[config.mk]
export PLATFORM = sky130hd
export DESIGN_NAME = cdb_arbiter
export DESIGN_NICKNAME = d
export VERILOG_FILES = /design/src/design/backend_pkg.sv /design/src/design/cdb_arbiter.sv
export SDC_FILE = /design/constraint.sdc
export NUM_CORES = 1
export LEC_CHECK = 0
export BUFFER_PORTS_ARGS = -buffer_cell sky130_fd_sc_hd__buf_2
export CAP_MARGIN = 20
export CORE_ASPECT_RATIO = 1.75
export CORE_MARGIN = 1.5
export CORE_UTILIZATION = 23
export DETAILED_ROUTE_END_ITERATION = 10
export PLACE_DENSITY = 0.82
export SLEW_MARGIN = 20
export SYNTH_ARGS = -nofsm -noshare
export SYNTH_HDL_FRONTEND = slang
export SYNTH_SLANG_ARGS = --single-unit
[constraint.sdc]
create_clock -name clk -period 1.6 [get_ports clk]
set_clock_uncertainty 0.1 [all_clocks]
set_input_delay 0 -clock clk [delete_from_list [all_inputs] [get_ports clk]]
set_output_delay 0 -clock clk [all_outputs]
set_load 0.01 [all_outputs]
[src/design/backend_pkg.sv]
`default_nettype none

package backend_pkg;

    // datapath
    localparam int XLEN           = 32;

    // physical registers
    localparam int PREG_W         = 6;
    localparam int PREG_NUM       = 64;   // 1 << PREG_W

    // issue queues
    localparam int IQ_DEPTH       = 4;
    localparam int IQ_IDX_W       = 2;    // also wide enough for the age order
    localparam int FU_COUNT       = 2;    // alu queues feeding the bus

    // results waiting for the bus, per queue
    localparam int RES_FIFO_DEPTH = 2;

endpackage

`default_nettype wire

[src/design/cdb_arbiter.sv]
`timescale 1ns/1ps
`default_nettype none

module cdb_arbiter import backend_pkg::*; (
    input  logic                            clk,
    input  logic                            rst_n_i,
    input  logic [FU_COUNT-1:0]             fifo_valid_i,
    output logic [FU_COUNT-1:0]             fifo_ready_o,
    input  logic [FU_COUNT-1:0][PREG_W-1:0] fifo_preg_i,
    input  logic [FU_COUNT-1:0][XLEN-1:0]   fifo_data_i,
    output logic                            cdb_valid_o,
    output logic [PREG_W-1:0]               cdb_preg_o,
    output logic [XLEN-1:0]                 cdb_data_o
);

    logic last_q;   // fifo granted most recently
    logic gnt;

    // the other fifo gets first try
    assign gnt         = fifo_valid_i[~last_q] ? ~last_q : last_q;
    assign cdb_valid_o = |fifo_valid_i;
    assign cdb_preg_o  = fifo_preg_i[gnt];
    assign cdb_data_o  = fifo_data_i[gnt];

    always_comb begin
        fifo_ready_o      = '0;
        fifo_ready_o[gnt] = cdb_valid_o;   // one pop per cycle
    end

    always_ff @(posedge clk or negedge rst_n_i) begin
        if (!rst_n_i) begin
            last_q <= 1'b1;
        end else if (cdb_valid_o) begin
            last_q <= gnt;
        end
    end

endmodule

`default_nettype wire

==> results.toml <==
[critical_path]
cp.required_ns = 1.50
cp-endpoint = "cdb_data_o[11]"
crit_fanout = 5
worstSetupStartpoint = "last_q"
crit_type = "reg -> out"
r2r-end = "last_q"
ff2ff_path_depth = 5
critPathCaptureType = "primary output"
cp.arrival_ns = 1.53
start_kind = "flop"
rr_startpoint = "last_q"
r2r_slack_ns = 0.34

[power_and_ir_drop]
p_per_area_mw_per_mm2 = 449.9
p_leak_nw = 0.8840
ir_drop_uv = 249.0

[drt]
drt_wl_total_um = 3249
met3_length_um = 412
wire_per_inst_um = 16.25
ant_nets = 0
wl_met2_um = 1958
vias = 945
wl_met1_um = 879
drt-pass1-iter-count = 2
drc = 0
viasPerCell = 4.725
first_iter_violations = 21
topRoutingLayerUsed = "met3"

[timing]
setup_viol = 7
fin_crit_sh_pct = 101.9
fin_crit_ns = 1.630
relSlewSlack_pct = 88.65
fin_ws_ns = -0.02981
max_freq_mhz = 613.6
finalHoldViolCount = 0
worst_slew_pin_slew_ns = 0.1666
tns_ns = -0.1035
maxSlewViolCount = 0
rsz0062_at_grt = "true"

[placed_design]
placed_area_mm2 = 0.001179
port_buffers = 120
place_congestion = 0.7421
hpwl_um = 2181

[logic_synthesis]
synth_warnings = 0
synth_nets = 130
netlist_instances = 50
synth.avg_cell_area_um2 = 10.71
seq_area_frac_synth_pct = 4.907
syn-cell-area_um2 = 535.5
yosysUniqueCellTypes = 11
synth_seq_cells = 1

[floorplanning]
chipWidth_um = 39.48
ios = 121
core_mm2 = 0.002245
num_rows = 23
start_util_pct = 23.86
fp.dieH_um = 66.83
die-area_mm2 = 0.002638

[flow_run]
maxCapViolations = 0

[global_route]
grt_max_degree = 21
grt_pass1_wl_um = 2980
first_global_vias = 788
track_usage_pct = 15.88
antenna_found_initial = 0
grt-ovfl-total = 0

[final_layout]
largestRegisters = "last_q x1"
design_area_mm2 = 0.001550
syn_to_final_growth_pct = 189.5
seqCellArea_um2 = 26.28
num-nets-final = 257
largest_reg_flops = 1
layout-drive-gt1-share_pct = 95.43
multi_input_area_um2 = 548.0
largest-register = "last_q"
antennaDiodeCount = 0
fillers = 164

[outcome]
violations = "setup timing"
status = "complete, but fails checks"

[cts]
clk_latency_ns = 0
cts.reportedPaths.clkPinSlew_ns = 0

[worst_hold_path]
hold_path_class = "in -> out"
worst max-delay path, stage by stage, from the launching register on:
cell and delay, ns:
dfstp_2 0.52, inv_2 0.05, mux2i_4 0.18, buf_6 0.16
clkbuf_16 0.15, mux2_2 0.34, buf_6 0.13
kinds of logic after synthesis:
family / synth area share, %
AO/OA/AOI/OAI: 2.336
flip-flops: 4.907
AND/OR/NAND/NOR: 1.169
multiplexers: 82.48
buffers and inverters: 9.111
layout by cell type (no fill, tap or decap), types with 2 or more instances in the layout:
master	count
buf_6	34
mux2_1	3
clkbuf_16	2
mux2_4	21
mux2_2	14
buf_12	2
inv_1	2
buf_2	90
through the flow:
| step | util, % | setup slack, ns | total power [W] | std cells | hold WS (ns) |
|---|---|---|---|---|---|
| after global placement | 52.51 | 0.02928 | 0.0004647 | 193 | -0.1651 |
| after CTS | 52.95 | -0.005123 | 0.0004756 | 194 | 0.1946 |
| after floorplan | - | 0.06496 | 0.0002613 | 50 | -0.2478 |
| after global routing | 69.06 | -0.06432 | 0.0007321 | 200 | 0.2015 |
| final | 69.06 | -0.02981 | 0.0006975 | 200 | 0.1954 |
| after detailed placement | 52.51 | 0.0007399 | 0.0004720 | 193 | -0.1489 |
layout make-up:
| class | count | area share, % |
|---|---|---|
| Timing Repair Buffer | 129 | 60.21 |
| Inverter | 3 | 0.7264 |
| Tap cell | 25 | 2.018 |
| Sequential cell | 1 | 1.695 |
| Multi-Input combinational cell | 42 | 35.35 |
synthesized netlist by cell type, drive strengths merged:
cell type / count / area [µm²]
inv: 3 / 11.26
mux2: 38 / 427.9
buf: 4 / 37.53
dfstp: 1 / 26.28
or2: 1 / 6.260
a21boi: 1 / 7.510
mux2i: 1 / 13.76
a21oi: 1 / 5.000
power by group:
| group | leakage (nW) | internal (W) | switching [W] |
|---|---|---|---|
| logic | 0.874 | 0.000423 | 0.000243 |
| clock network | 0 | 0 | 0 |
| registers | 0.0105 | 0.0000302 | 0.00000198 |
| total | 0.884 | 0.000453 | 0.000245 |
timing repair:
action | in CTS | in global routing
cloned | 0 | 4
hold endpoints to repair | 1 | 0
buffers inserted | 0 | 2
pin swaps | 0 | 0
hold buffers | 1 | 0
setup endpoints to repair | 2 | 37
gates resized for setup | 0 | 53
worst min-delay path by stage:
| stage | cells after the start | start | end | slack (ns) |
|---|---|---|---|---|
| 2_1_floorplan | 0 | rst_n_i | last_q | -0.25 |
| 3_3_place_gp | 1 | rst_n_i | last_q | -0.17 |
| 3_5_place_dp | 1 | rst_n_i | last_q | -0.15 |
| 4_1_cts | 3 | fifo_data_i[52] | cdb_data_o[20] | 0.19 |
| 5_1_grt | 3 | fifo_data_i[53] | cdb_data_o[21] | 0.20 |
| 6_report | 3 | fifo_data_i[51] | cdb_data_o[19] | 0.20 |
layer usage:
metal,vias to the layer above,track usage [%]
met5,-,0
met4,0,0
met3,0,1.000
met2,94,37.09
met1,417,12.58
li1,434,-
Note: power is estimated with default switching activity, not from simulation.
