$ cat src/design/backend_pkg.sv
`default_nettype none

package backend_pkg;

    // datapath
    localparam int XLEN           = 32;

    // physical registers
    localparam int PREG_W         = 6;
    localparam int PREG_NUM       = 64;   // 1 << PREG_W

    // issue queues
    localparam int IQ_DEPTH       = 4;
    localparam int IQ_IDX_W       = 2;    // also wide enough for the age order
    localparam int FU_COUNT       = 2;    // alu queues feeding the bus

    // results waiting for the bus, per queue
    localparam int RES_FIFO_DEPTH = 2;

endpackage

`default_nettype wire

$ cat src/design/reg_file.sv
`timescale 1ns/1ps
`default_nettype none

module reg_file import backend_pkg::*; (
    input  logic              clk,
    input  logic              rst_n_i,
    input  logic              flush_i,
    input  logic [PREG_W-1:0] rd_src0_i,
    input  logic [PREG_W-1:0] rd_src1_i,
    output logic [XLEN-1:0]   rd_data0_o,
    output logic [XLEN-1:0]   rd_data1_o,
    output logic              rd_busy0_o,
    output logic              rd_busy1_o,
    input  logic              set_busy_i,
    input  logic [PREG_W-1:0] set_busy_preg_i,
    input  logic              cdb_valid_i,
    input  logic [PREG_W-1:0] cdb_preg_i,
    input  logic [XLEN-1:0]   cdb_data_i
);

    logic [XLEN-1:0]     data_q [PREG_NUM];
    logic [PREG_NUM-1:0] busy_q;   // result still outstanding

    assign rd_data0_o = data_q[rd_src0_i];
    assign rd_data1_o = data_q[rd_src1_i];
    assign rd_busy0_o = busy_q[rd_src0_i];
    assign rd_busy1_o = busy_q[rd_src1_i];

    always_ff @(posedge clk or negedge rst_n_i) begin
        if (!rst_n_i) begin
            for (int i = 0; i < PREG_NUM; i++) begin
                data_q[i] <= '0;
            end
        end else if (cdb_valid_i) begin
            data_q[cdb_preg_i] <= cdb_data_i;   // writeback from the bus
        end
    end

    always_ff @(posedge clk or negedge rst_n_i) begin
        if (!rst_n_i) begin
            busy_q <= '0;
        end else if (flush_i) begin
            busy_q <= '0;
        end else begin
            if (cdb_valid_i) begin
                busy_q[cdb_preg_i] <= 1'b0;
            end
            // a new producer wins over a retiring one
            if (set_busy_i) begin
                busy_q[set_busy_preg_i] <= 1'b1;
            end
        end
    end

endmodule

`default_nettype wire

$ cat config.mk
export PLATFORM = sky130hd
export DESIGN_NAME = reg_file
export DESIGN_NICKNAME = d
export VERILOG_FILES = /design/src/design/backend_pkg.sv /design/src/design/reg_file.sv
export SDC_FILE = /design/constraint.sdc
export NUM_CORES = 2
export LEC_CHECK = 0
export BUFFER_PORTS_ARGS = -buffer_cell sky130_fd_sc_hd__buf_2
export CAP_MARGIN = 20
export CORE_UTILIZATION = 40
export CTS_CLUSTER_DIAMETER = 60
export DETAILED_ROUTE_END_ITERATION = 6
export PLACE_DENSITY = 0.65
export SKIP_LAST_GASP = 1
export SYNTH_ARGS = -nofsm -noshare
export SYNTH_HDL_FRONTEND = slang
export SYNTH_SLANG_ARGS = --single-unit
$ cat constraint.sdc
create_clock -name clk -period 2.7 [get_ports clk]
set_input_delay 0.27 -clock clk [delete_from_list [all_inputs] [get_ports clk]]
set_output_delay 0.27 -clock clk [all_outputs]
set_load 0.01 [all_outputs]
==> flow_summary.toml <==
[floorplan]
initial_core_util = 0.402
die_x_um = 531
num_io_pins = 127
core_sq_um = 279000
placementRows = 194
fp.dieH_um = 531
dieArea_sq_um = 282000

[synthesis]
syn_inst = 7317
synth-seq-cells = 2112
synth_top_area_cell = "dfrtp_1"
synth_warnings = 0
netlist_area_sq_um = 112000
synth_seq_area_share = 0.471
synth_nets = 7378
ys_types = 57
syn_area_per_cell_sq_um = 15.3
synthTopCellsByArea = "dfrtp_1, mux4_2, mux2_2"
synth_top_area_frac = 0.471

[sta]
relSlewSlack = 0.213
drv_slew = 0
tightest_slew_ns = 1.18
finalClockSkew_ns = 0
hold_viol_final = 0
setup_viol = 66
fin_crit_sh = 1.16
rsz0062_at_grt = "true"
max_clock_freq_mhz = 321
fin_ws_ns = -0.419
holdWs_ns = 0.0138
final.min_clock_period_ns = 3.12

[placement]
gp_congestion = 0.895
dp_hpwl_um = 264000
port_buffers = 126
dpl_cell_area_sq_um = 124000

[clock_network]
cts_buffers = 223
cts_tree = "done"
cts-htree-levels = 4
clockBufferDepth = 4
root_buffer = "clkbuf_16"
worst_skew_pair.late_latency_ns = 0.88
clkTransAtPathRegs_ns = 0.06
cts.sinks = 2112

[global_route]
grt_pass1_wl_um = 586000
grt_usage = 0.284
grt_remaining_overflow = 0
grt_start_max_net_pins = 106
antenna_found_initial = 27
grt_pass1_vias = 79700

[detailed_routing]
ant_nets = 0
drt_first_pass_iters = 6
drt_iter0_drc = 8951
routed-via-count = 76500
wl_um = 404000
vias_per_cell = 6.53
drc = 0
wire_per_inst_um = 34.4

[power]
total_power_mw = 88.0
cellLeakagePower_nw = 58.8
power_density_nw_per_um2 = 650
vdd_ir_drop_max_uv = 592

[worst_setup_path]
cpPeakStageDelay_ns = 0.48
crit_buf_inv = 2
critPathRequiredTime_ns = 2.43
worst_setup_path_start_kind = "flop"
critPathArrivalTime_ns = 2.85
crit_type = "reg -> out"
worstPathCellList = "mux4_2, or3b_4, o311ai_4, a21oi_2, o22a_1, buf_12, buf_6"
path_max_fanout = 3
crit_family = "multiplexers"
endpoint_kind = "output pin"
crit_slowest_cell = "mux4_2"

[job]
maxCapViolCount = 0

[final_layout]
num-fill-cells = 23400
finalInstanceArea_sq_um = 135000
fin_nets = 7871
drive_gt1_frac = 0.621
area_growth_pct = 20.8

[outcome]
violations = "setup timing"
outcome = "finished with violations"

[min_path]
min_path_type = "in -> reg"
[synth_stat cells, drive strengths merged]
master / count
a22o: 54
a2bb2oi: 10
mux4: 1042
nor3: 23
nand2b: 23
o21a: 9
mux2i: 98
or2: 4
a211oi: 26
inv: 2
clkbuf: 362
dfrtp: 2112
buf: 458
a211o: 3
nand2: 105
o221ai: 54
and2: 12
a311oi: 10
a221o: 1
and3b: 2
nand3: 23
nand4: 3
a22oi: 65
nor4: 23
o21ai: 80
nor2b: 45
a21oi: 125
o2bb2ai: 2
o22ai: 180
a2111oi: 2
nand3b: 9
o311ai: 3
nor2: 122
and3: 7
o221a: 2
and2b: 1
o211ai: 1
o211a: 1
or3b: 8
nor3b: 6
mux2: 2113
or3: 3
o22a: 10
a221oi: 72
a41oi: 1
[layout by cell type, fill, tap and decap left out, types with 49 or more instances in the layout]
cell type	count
a21oi_1	92
a22o_1	53
o22ai_1	96
clkinv_2	60
buf_2	81
mux2i_1	77
nor2_4	49
clkbuf_8	50
mux4_2	1042
a22oi_1	53
o22ai_2	63
mux2_2	2023
buf_4	644
mux2_1	70
nand2_1	86
dfrtp_1	2112
clkbuf_16	226
buf_12	272
buf_6	57
nor2_1	62
[power breakdown]
part	switching [mW]	leakage (nW)	internal, mW	total (mW)
sequential	3.04	28.1	35.8	38.8
combinational	7.42	27.0	9.60	17.0
clock	13.5	3.76	18.7	32.2
[final timing paths]
kind	from	endpoint	slack (ns)	cells after the start
max	data_q[261]	rd_data0_o[5]	-0.42	7
min	cdb_data_i[20]	data_q[948]	0.01	2
max reg2reg	data_q[1723]	data_q[1723]	1.67	3
min reg2reg	data_q[5]	data_q[5]	0.51	1
max in group asynchronous	rst_n_i	data_q[1455]	1.59	4
min in group asynchronous	rst_n_i	data_q[602]	0.24	3
[cell families after synthesis]
family	after synthesis	share of synthesized area
and+or+nand+nor	419	0.0186
AOI/OAI and AO/OA	711	0.0436
DFF	2112	0.471
muxes	3253	0.430
buffers and inverters	822	0.0363
[layout make-up]
| type | count | area [sq um] | area share |
|---|---|---|---|
| multi-input combinational | 4383 | 58700 | 0.433 |
| sequential | 2112 | 52900 | 0.390 |
| timing repair buffer | 1088 | 11700 | 0.0864 |
| clock buffer | 311 | 6470 | 0.0478 |
| tap | 3724 | 4660 | 0.0344 |
| clock inverter | 94 | 1060 | 0.00782 |
| antenna | 12 | 30.0 | 0.000222 |
| inverter | 2 | 7.51 | 0.0000554 |
[routing by layer]
layer	GRT usage	vias to the layer above	part of all wire
met5	0	-	0.00053
met4	0.153	18	0.061
met3	0.0740	1159	0.11
met2	0.417	4421	0.44
met1	0.385	41300	0.39
li1	-	29600	-
[flip-flops by register name, indices dropped and copies added, names as in the netlist]
name and count:
data_q 2048, busy_q 64
[per-stage QoR]
step,setup WS [ns],std cells,utilization,TNS [ns]
3_5_place_dp,-0.459,11200,0.444,-8.39
4_1_cts,-0.476,11700,0.482,-17.85
5_1_grt,-0.454,11700,0.485,-17.94
3_3_place_gp,-0.473,11200,0.444,-8.63
6_report,-0.419,11700,0.485,-15.03
2_1_floorplan,0.569,7317,-,0
[repair_timing]
| action | CTS | global route |
|---|---|---|
| setup endpoints to repair | 66 | 66 |
| pin swaps | 137 | 81 |
| hold buffers | 24 | 5 |
| resized for setup | 467 | 116 |
| endpoints found under the hold margin | 1568 | 52 |
| buffers inserted | 72 | 20 |
(Power assumes the default switching activity.)
