===== src/design/backend_pkg.sv =====
`default_nettype none

package backend_pkg;

    // datapath
    localparam int XLEN           = 32;

    // physical registers
    localparam int PREG_W         = 6;
    localparam int PREG_NUM       = 64;   // 1 << PREG_W

    // issue queues
    localparam int IQ_DEPTH       = 4;
    localparam int IQ_IDX_W       = 2;    // also wide enough for the age order
    localparam int FU_COUNT       = 2;    // alu queues feeding the bus

    // results waiting for the bus, per queue
    localparam int RES_FIFO_DEPTH = 2;

endpackage

`default_nettype wire


===== src/design/result_fifo.sv =====
`timescale 1ns/1ps
`default_nettype none

module result_fifo import backend_pkg::*; #(
    parameter int DEPTH = RES_FIFO_DEPTH
) (
    input  logic              clk,
    input  logic              rst_n_i,
    input  logic              flush_i,
    input  logic              in_valid_i,
    output logic              in_ready_o,
    input  logic [PREG_W-1:0] in_preg_i,
    input  logic [XLEN-1:0]   in_data_i,
    output logic              out_valid_o,
    input  logic              out_ready_i,
    output logic [PREG_W-1:0] out_preg_o,
    output logic [XLEN-1:0]   out_data_o
);

    localparam int PTR_W = (DEPTH > 1) ? $clog2(DEPTH) : 1;

    logic [PREG_W-1:0] preg_mem [DEPTH];
    logic [XLEN-1:0]   data_mem [DEPTH];
    logic [PTR_W-1:0]  wr_ptr_q;
    logic [PTR_W-1:0]  rd_ptr_q;
    logic [PTR_W:0]    count_q;
    logic              push;
    logic              pop;

    // wrap at DEPTH, which need not be a power of two
    function automatic logic [PTR_W-1:0] ptr_inc(input logic [PTR_W-1:0] ptr);
        return (ptr == PTR_W'(DEPTH - 1)) ? '0 : ptr + 1'b1;
    endfunction

    assign in_ready_o  = (count_q < DEPTH);
    assign out_valid_o = (count_q != '0);   // no bypass from the input
    assign push        = in_valid_i & in_ready_o;
    assign pop         = out_valid_o & out_ready_i;
    assign out_preg_o  = preg_mem[rd_ptr_q];
    assign out_data_o  = data_mem[rd_ptr_q];

    always_ff @(posedge clk or negedge rst_n_i) begin
        if (!rst_n_i) begin
            wr_ptr_q <= '0;
            rd_ptr_q <= '0;
            count_q  <= '0;
        end else if (flush_i) begin
            wr_ptr_q <= '0;
            rd_ptr_q <= '0;
            count_q  <= '0;
        end else begin
            if (push) begin
                wr_ptr_q <= ptr_inc(wr_ptr_q);
            end
            if (pop) begin
                rd_ptr_q <= ptr_inc(rd_ptr_q);
            end
            case ({push, pop})
                2'b10:   count_q <= count_q + 1'b1;
                2'b01:   count_q <= count_q - 1'b1;
                default: ;
            endcase
        end
    end

    always_ff @(posedge clk) begin
        if (push) begin
            preg_mem[wr_ptr_q] <= in_preg_i;
            data_mem[wr_ptr_q] <= in_data_i;
        end
    end

endmodule

`default_nettype wire


===== config.mk =====
export PLATFORM = sky130hd
export DESIGN_NAME = result_fifo
export DESIGN_NICKNAME = d
export VERILOG_FILES = /design/src/design/backend_pkg.sv /design/src/design/result_fifo.sv
export SDC_FILE = /design/constraint.sdc
export NUM_CORES = 1
export LEC_CHECK = 0
export ABC_AREA = 1
export BUFFER_PORTS_ARGS = -buffer_cell sky130_fd_sc_hd__buf_4
export CAP_MARGIN = 0
export CORE_ASPECT_RATIO = 1.75
export CORE_UTILIZATION = 45
export CTS_CLUSTER_SIZE = 28
export DETAILED_ROUTE_END_ITERATION = 6
export GPL_TIMING_DRIVEN = 0
export MAX_ROUTING_LAYER = met4
export PLACE_DENSITY_LB_ADDON = 0.3
export SYNTH_ARGS = -nofsm -noshare
export SYNTH_HDL_FRONTEND = slang
export SYNTH_SLANG_ARGS = --single-unit

===== constraint.sdc =====
create_clock -name clk -period 2.8 [get_ports clk]
set_input_delay 0.14 -clock clk [delete_from_list [all_inputs] [get_ports clk]]
set_output_delay 0.14 -clock clk [all_outputs]
set_load 0.01 [all_outputs]

==> qor.yml <==
outcome:
  status: "finished, final reports clean"
sta:
  finalMaxSlewViolations: 0
  rsz0062_at_grt: "false"
  tightest_slew_ns: 0.459
  setup_viol: 0
  slew-limit-headroom: 0.694
  max_freq_mhz: 597
  setup_tns_ns: 0
  hold_viol: 0
  fin_hold_ws_ns: 0.156
  fin_ws_ns: 1.12
  period_needed_ns: 1.68
  finalClockSkew_ns: 0.00513
  fin_crit_sh: 0.598
detailed_routing:
  wl_um: 5850
  wl_per_cell_um: 12.9
  drt_first_pass_iters: 4
  drtAntennaViolNets: 0
  drc_errors: 0
  drtIter0Drc: 81
  avgViaCountPerCell: 4.58
  num_vias: 2075
logic_synthesis:
  yosysTopAreaCell: "edfxtp_1"
  netlist_area_sq_mm: 0.00299
  yosysSeqAreaShare: 0.797
  synth_cell_types: 18
  yosys_warnings: 0
  netlist_instances: 232
  synth_top_area_frac: 0.763
  synth_fp_nets: 275
  synth_area_per_cell_sq_um: 12.9
  ys_seq_elements: 80
  ys_top_cells_by_area: "edfxtp_1 (76%), nand2_1 (15%), dfrtp_1 (3.3%)"
grt:
  grt_max_degree: 30
  grt_usage: 0.187
  antenna_found_initial: 0
  grt_pass1_vias: 2094
  grt_pass1_wl_um: 9140
  grt-ovfl-total: 0
setup_path:
  path_class: "register to register"
  r2r.worst_path.cells: 4
  cp_top_family: "simple AND/OR/NAND/NOR gates"
  r2r_start: "count_q[1]"
  cp_max_fo: 29
  crit_required_ns: 2.82
  cp-startpoint: "count_q[1]"
  path_depth: 4
  r2r_slack_ns: 1.12
  path_buf_inv: 2
  cp_cell_sequence: "nor2_2 > inv_2 > nor2_4 > buf_12"
  worstReg2RegEnd: "data_mem[1][24]"
  end_kind: "register"
  critPathArrivalTime_ns: 1.70
  endpoint: "data_mem[1][24]"
  worstSetupStartpointType: "register"
  max_stage_delay_ns: 0.43
  crit_slowest_cell: "dfrtp_1"
pwr:
  seq_power_share: 0.454
  pwr-share-comb: 0.185
  clockPowerShare: 0.362
  power_density_mw_per_mm2: 717
  switchingPower_uw: 764
  swShare: 0.239
  p_leak_uw: 0.00192
  p_int_uw: 2440
  vdd_ir_drop_max_uv: 618
clocking:
  cts_buffer_depth: 2
  path_clk_slew_ns: 0.05
  root_buffer: "clkbuf_16"
  htreeDepth: 3
  numCtsBuffers: 9
  cts_tree: "built"
  cts_sinks: 80
  worstSkewPairLatency_ns: 0.33
min_path:
  hp-class: "input pin to asynchronous set/reset pin"
placed_design:
  place_hpwl_um: 3670
  dp_slack_ns: 1.13
  portBuffers: 82
  place_congestion: 0.679
  placed_cells: 398
floorplanning:
  initial_core_util: 0.461
  coreArea_sq_mm: 0.00649
  die-area_sq_mm: 0.00699
  rows: 39
  die_x_um: 63.6
  ioPinCount: 83
  die-height_um: 110
final_layout:
  fin_cells: 453
  final_common_cell: "nand2_1"
  syn2layout_area_growth_pct: 49.2
  nets: 409
  drive_above_1_share: 0.305
  num_antenna_cells: 0
  most-common-layout-cells: "nand2_1 (118), buf_4 (82), edfxtp_1 (76), dlygate4sd3_1 (39), clkbuf_16 (9)"
run:
  maxCapViolations: 0
==> Yosys cell counts <==
cell	number
edfxtp_1	76
nand4_1	2
buf_2	5
inv_1	7
dfrtp_1	4
a21oi_1	1
o21ai_0	2
nand2_1	118
nor2_1	4
nand2_2	3
o21bai_1	1
nand3b_1	1
inv_2	1
nand3_1	1
buf_1	1
o21ai_1	1
clkbuf_1	2
nor2_2	2
==> cell families (layout without fill, tap and decap cells) <==
logic type	after synthesis	count (layout)	synth area share
buffers and inverters	16	155	0.0222
DFF	80	80	0.797
and+or+nand+nor	131	131	0.172
AOI/OAI and AO/OA	5	5	0.00920
==> registers in the layout, summed over array words and instances (netlist names) <==
signal and cells:
rd_ptr_q 1, count_q 2, data_mem 64, wr_ptr_q 1, preg_mem 12
==> power by group through the flow <==
stage | Sequential [uW] | Combinational [uW] | Clock, uW
after floorplan | 1470 | 258 | 0
after global placement | 1480 | 524 | 0
after detailed placement | 1480 | 552 | 0
after CTS | 1450 | 598 | 1180
after global routing | 1460 | 649 | 1230
final | 1450 | 591 | 1160
==> layer usage <==
| metal | global-route usage | up-vias | wire length (um) | share of wire |
|---|---|---|---|---|
| li1 | - | 1045 | - | - |
| met1 | 0.176 | 968 | 2130 | 0.36 |
| met2 | 0.334 | 52 | 3370 | 0.58 |
| met3 | 0.0571 | 10 | 206 | 0.035 |
| met4 | 0.0990 | 0 | 140 | 0.024 |
| met5 | - | - | 0 | 0 |
==> cell type report <==
class                   instances  area, sq um
plain buffers                   8         36.3
clock buffers                  11          253
fillers                       487         2030
inverters                       8         30.0
repair buffers                123         1050
clock inverters                 5         55.1
flip-flops and latches         80         2380
multi-input cells             136          557
well taps                      82          103
==> how the worst min path moves through the flow <==
stage,slack [ns],cells past startpoint,endpoint
floorplan,-0.16,0,count_q[0]
global placement,-0.06,1,count_q[1]
detailed placement,-0.06,1,count_q[1]
CTS,0.14,2,rd_ptr_q
global route,0.15,2,rd_ptr_q
finish,0.16,2,count_q[1]
==> through the flow <==
stage | total power (uW) | util | area (sq um)
after floorplan | 1730 | - | 2990
after global placement | 2000 | 0.571 | 3710
after detailed placement | 2030 | 0.580 | 3760
after CTS | 3230 | 0.687 | 4460
after global routing | 3340 | 0.687 | 4460
final | 3200 | 0.687 | 4460
==> timing repair <==
action,in CTS,in global routing
hold endpoints to repair,80,0
resized for setup,0,0
buffers inserted,0,0
hold buffers,39,0
(Power assumes the default switching activity.)
