==> src/design/backend_pkg.sv <==
`default_nettype none

package backend_pkg;

    // datapath
    localparam int XLEN           = 32;

    // physical registers
    localparam int PREG_W         = 6;
    localparam int PREG_NUM       = 64;   // 1 << PREG_W

    // issue queues
    localparam int IQ_DEPTH       = 4;
    localparam int IQ_IDX_W       = 2;    // also wide enough for the age order
    localparam int FU_COUNT       = 2;    // alu queues feeding the bus

    // results waiting for the bus, per queue
    localparam int RES_FIFO_DEPTH = 2;

endpackage

`default_nettype wire

==> src/design/alu_pkg.sv <==
`default_nettype none

package alu_pkg;

    localparam int ALU_OP_W = 4;

    typedef enum logic [ALU_OP_W-1:0] {
        ALU_ADD = 4'd0,
        ALU_SUB = 4'd1,
        ALU_AND = 4'd2,
        ALU_OR  = 4'd3,
        ALU_XOR = 4'd4,
        ALU_SLL = 4'd5,
        ALU_SRL = 4'd6,
        ALU_SLT = 4'd7,   // signed compare
        ALU_LI  = 4'd8    // no sources, result is the immediate
    } alu_op_e;

endpackage

`default_nettype wire

==> src/design/dispatch.sv <==
`timescale 1ns/1ps
`default_nettype none

module dispatch import backend_pkg::*, alu_pkg::*; (
    input  logic                clk,
    input  logic                rst_n_i,
    input  logic                dispatch_valid_i,
    output logic                dispatch_ready_o,
    input  alu_op_e             dispatch_op_i,
    input  logic [PREG_W-1:0]   dispatch_src0_i,
    input  logic [PREG_W-1:0]   dispatch_src1_i,
    input  logic [PREG_W-1:0]   dispatch_dst_i,
    input  logic [XLEN-1:0]     dispatch_imm_i,
    input  logic [XLEN-1:0]     rf_data0_i,
    input  logic [XLEN-1:0]     rf_data1_i,
    input  logic                rf_busy0_i,
    input  logic                rf_busy1_i,
    output logic                set_busy_o,
    output logic [PREG_W-1:0]   set_busy_preg_o,
    input  logic                cdb_valid_i,
    input  logic [PREG_W-1:0]   cdb_preg_i,
    input  logic [XLEN-1:0]     cdb_data_i,
    input  logic [FU_COUNT-1:0] iq_full_i,
    output logic [FU_COUNT-1:0] iq_wr_o,
    output alu_op_e             iq_op_o,
    output logic [PREG_W-1:0]   iq_dst_o,
    output logic [PREG_W-1:0]   iq_src0_o,
    output logic [PREG_W-1:0]   iq_src1_o,
    output logic [XLEN-1:0]     iq_val0_o,
    output logic [XLEN-1:0]     iq_val1_o,
    output logic                iq_rdy0_o,
    output logic                iq_rdy1_o
);

    logic last_q;   // queue that took the previous op
    logic pick;
    logic fire;

    // returns {ready, value}, a bus result in this cycle beats the register file
    function automatic logic [XLEN:0] source_value(
        input logic [PREG_W-1:0] src,
        input logic [XLEN-1:0]   rf_data,
        input logic              rf_busy
    );
        if (cdb_valid_i && cdb_preg_i == src) begin
            return {1'b1, cdb_data_i};
        end
        return {~rf_busy, rf_data};
    endfunction

    assign dispatch_ready_o = ~&iq_full_i;
    assign fire             = dispatch_valid_i & dispatch_ready_o;
    assign pick             = iq_full_i[~last_q] ? last_q : ~last_q;   // alternate unless full

    always_comb begin
        iq_wr_o       = '0;
        iq_wr_o[pick] = fire;
    end

    always_comb begin
        if (dispatch_op_i == ALU_LI) begin
            {iq_rdy0_o, iq_val0_o} = {1'b1, dispatch_imm_i};
            {iq_rdy1_o, iq_val1_o} = {1'b1, dispatch_imm_i};
        end else begin
            {iq_rdy0_o, iq_val0_o} = source_value(dispatch_src0_i, rf_data0_i, rf_busy0_i);
            {iq_rdy1_o, iq_val1_o} = source_value(dispatch_src1_i, rf_data1_i, rf_busy1_i);
        end
    end

    assign iq_op_o         = dispatch_op_i;
    assign iq_dst_o        = dispatch_dst_i;
    assign iq_src0_o       = dispatch_src0_i;
    assign iq_src1_o       = dispatch_src1_i;
    assign set_busy_o      = fire;
    assign set_busy_preg_o = dispatch_dst_i;

    always_ff @(posedge clk or negedge rst_n_i) begin
        if (!rst_n_i) begin
            last_q <= 1'b1;   // queue 0 first
        end else if (fire) begin
            last_q <= pick;
        end
    end

endmodule

`default_nettype wire

==> config.mk <==
export PLATFORM = sky130hd
export DESIGN_NAME = dispatch
export DESIGN_NICKNAME = d
export VERILOG_FILES = /design/src/design/backend_pkg.sv /design/src/design/alu_pkg.sv /design/src/design/dispatch.sv
export SDC_FILE = /design/constraint.sdc
export NUM_CORES = 1
export LEC_CHECK = 0
export ABC_AREA = 1
export BUFFER_PORTS_ARGS = -buffer_cell sky130_fd_sc_hd__buf_2
export CAP_MARGIN = 0
export CELL_PAD_IN_SITES_DETAIL_PLACEMENT = 2
export CELL_PAD_IN_SITES_GLOBAL_PLACEMENT = 2
export CORE_ASPECT_RATIO = 0.7
export CORE_MARGIN = 1
export CORE_UTILIZATION = 16
export CTS_CLUSTER_SIZE = 24
export DETAILED_ROUTE_END_ITERATION = 10
export HOLD_SLACK_MARGIN = 0.08
export PLACE_DENSITY_LB_ADDON = 0.1
export SKIP_LAST_GASP = 1
export SYNTH_ARGS = -nofsm -noshare
export SYNTH_HDL_FRONTEND = slang
export SYNTH_SLANG_ARGS = --single-unit
==> constraint.sdc <==
create_clock -name clk -period 1.6 [get_ports clk]
set_clock_uncertainty 0.05 [all_clocks]
set_input_delay 0.08 -clock clk [delete_from_list [all_inputs] [get_ports clk]]
set_output_delay 0.08 -clock clk [all_outputs]
set_load 0.005 [all_outputs]
==> impl_metrics.tcl <==
set metrics [dict create \
    status "complete, no violations" \
    grt_pass1_vias 4259 \
    ir_drop_mv 0.0943 \
    setup_viol 0 \
    worst_pin_slew_ns 0.388 \
    synthCells 507 \
    crit_type "primary input to primary output" \
    core-area_um2 15500 \
    first_pass_iters 4 \
    drtIter0Drc 74 \
    dp_hpwl_um 11500 \
    fin_hold_ws_ns 0.110 \
    synth_area_leaders "nand3_1 (26%), nand2_1 (25%), inv_1 (13%)" \
    ys_seq_area_share_pct 1.03 \
    synth_cell_types 25 \
    hold_path.class "primary input to primary output" \
    num_vias 3912 \
    layout_min_cycle_time_ns 1.45 \
    worstSetupEndpointType "primary output" \
    r2r_start "last_q$_DFFE_PN1P_" \
    routed_wl_um 13800 \
    reg2reg_slack_ns 0.76 \
    antenna_left 0 \
    critPathRequiredTime_ns 1.47 \
    synthTopCellsByCount "nand2_1 (172), nand3_1 (131), inv_1 (86)" \
    synth_top_cell_by_area "nand3_1" \
    total_power_w 0.000909 \
    final_nets 875 \
    power.density_nw_per_um2 243 \
    fp.dieH_um 108 \
    crit_end "iq_val1_o[14]" \
    crit_fanout 17 \
    crit_start "cdb_preg_i[3]" \
    rows 38 \
    synth_area_per_cell_um2 5.05 \
    grt_util_all_layers_pct 16.1 \
    min_period_over_period_pct 90.9 \
    reg_top3 "last_q x1" \
    crit_arrival_ns 1.32 \
    finalHoldViolCount 0 \
    place.gp.congestion 0.748 \
    start_kind "primary input" \
    fin_tns_setup_ns 0 \
    die_area_um2 16500 \
    slew_viol_final 0 \
    area_growth_pct 46.1 \
    drc 0 \
    ios 262 \
    leakagePower_nw 2.45 \
    clock_latency_ns 0 \
    portBuffers 243 \
    viasPerCell 4.29 \
    slew_headroom_pct 74.1 \
    syn-num-nets 671 \
    drive_gt1_share_pct 38.8 \
    synthesis.area_um2 2560 \
    rsz0062_at_grt "false" \
    async_flop_share_pct 100 \
    yosys_most_used_dff "dfstp_2" \
    worstReg2RegEnd "last_q$_DFFE_PN1P_" \
    grt_pass1_wl_um 21600 \
    yosys_warnings 0 \
    fmax_mhz 687 \
    synth-edff-count 0 \
    top_register "last_q" \
    grt_start_max_net_pins 37 \
    cts_setup_buffers 0 \
    die_x_um 153 \
    overflow 0 \
    rr_worst_depth 2 \
    synth.top_cell.area_share_pct 25.6 \
    ys_seq_elements 1 \
    wire_per_inst_um 15.1 \
    antenna_found_initial 5 \
    start_util_pct 16.5 \
    largest_reg_flops 1 \
    post-synth-top-count-cell "nand2_1" \
    utilization_pct 24.0 \
    maxCapViolations 0 \
]
-- per-layer routing --
| layer | vias to the layer above | share of wire [%] | GRT usage, % |
|---|---|---|---|
| met4 | 6 | 0.044 | 0.0722 |
| li1 | 1958 | - | - |
| met2 | 137 | 47 | 30.0 |
| met3 | 6 | 7.7 | 4.15 |
| met1 | 1805 | 45 | 19.5 |
| met5 | - | 0.22 | 0 |
-- final cells by class --
| type | instances | area, um^2 |
|---|---|---|
| sequential | 1 | 26.3 |
| multi-input combinational | 356 | 1700 |
| tap | 200 | 250 |
| inverter | 91 | 342 |
| fill | 2077 | 11800 |
| antenna | 2 | 5.00 |
| timing repair buffer | 261 | 1420 |
-- kinds of logic after synthesis --
logic type             after synthesis  synth area share [%]
and+or+nand+nor                    316                  54.1
buffers and inverters              150                  33.4
DFF                                  1                  1.03
AOI/OAI and AO/OA                   40                  11.5
-- power by group --
| group | leakage, nW | internal (W) | total (W) | switching (W) |
|---|---|---|---|---|
| combinational | 2.44 | 0.000407 | 0.000875 | 0.000468 |
| clock | 0.0000127 | 0.000000000167 | 0.000000000167 | 0 |
| sequential | 0.0105 | 0.0000316 | 0.0000341 | 0.00000253 |
| total | 2.45 | 0.000439 | 0.000909 | 0.000471 |
-- cell usage in the layout (no fill, tap or decap), drive strengths merged --
master,n
diode,2
buf,260
o21ai,2
dfstp,1
a211oi,1
clkinv,1
nand2,174
o211a,1
o211ai,1
o21bai,32
a21oi,3
inv,90
dlygate4sd3,1
nor2,10
nand3,132
-- per-stage QoR --
| stage | cells | instance area (um^2) | setup WS (ns) |
|---|---|---|---|
| after floorplan | 507 | 2560 | 0.564 |
| after global placement | 908 | 3720 | 0.149 |
| after detailed placement | 908 | 3720 | 0.137 |
| after CTS | 909 | 3730 | 0.128 |
| after global routing | 910 | 3730 | 0.00514 |
| final | 911 | 3740 | 0.145 |
-- how the worst min path moves through the flow --
| stage | startpoint | endpoint | slack (ns) | cells past startpoint |
|---|---|---|---|---|
| after floorplan | rst_n_i | last_q$_DFFE_PN1P_ | -0.12 | 0 |
| after global placement | rst_n_i | last_q$_DFFE_PN1P_ | -0.04 | 1 |
| after detailed placement | rst_n_i | last_q$_DFFE_PN1P_ | -0.03 | 1 |
| after CTS | dispatch_dst_i[3] | iq_dst_o[3] | 0.11 | 0 |
| after global routing | dispatch_dst_i[2] | iq_dst_o[2] | 0.11 | 0 |
| final | dispatch_dst_i[1] | iq_dst_o[1] | 0.11 | 0 |
-- what timing repair did --
item                      4_1_cts  5_1_grt
hold endpoints to repair        1        0
gates resized for setup         0        0
hold buffers                    1        0
-- critical path, stage by stage --
cell	delay, ns
buf_2	0.10
inv_1	0.07
nand2_1	0.07
nand2_1	0.05
inv_1	0.04
nand2_1	0.07
nor2_4	0.18
nand2_4	0.06
buf_4	0.21
nand2_1	0.08
nand3_1	0.10
nand2_1	0.09
buf_2	0.11
Note: power is estimated with default switching activity, not from simulation.
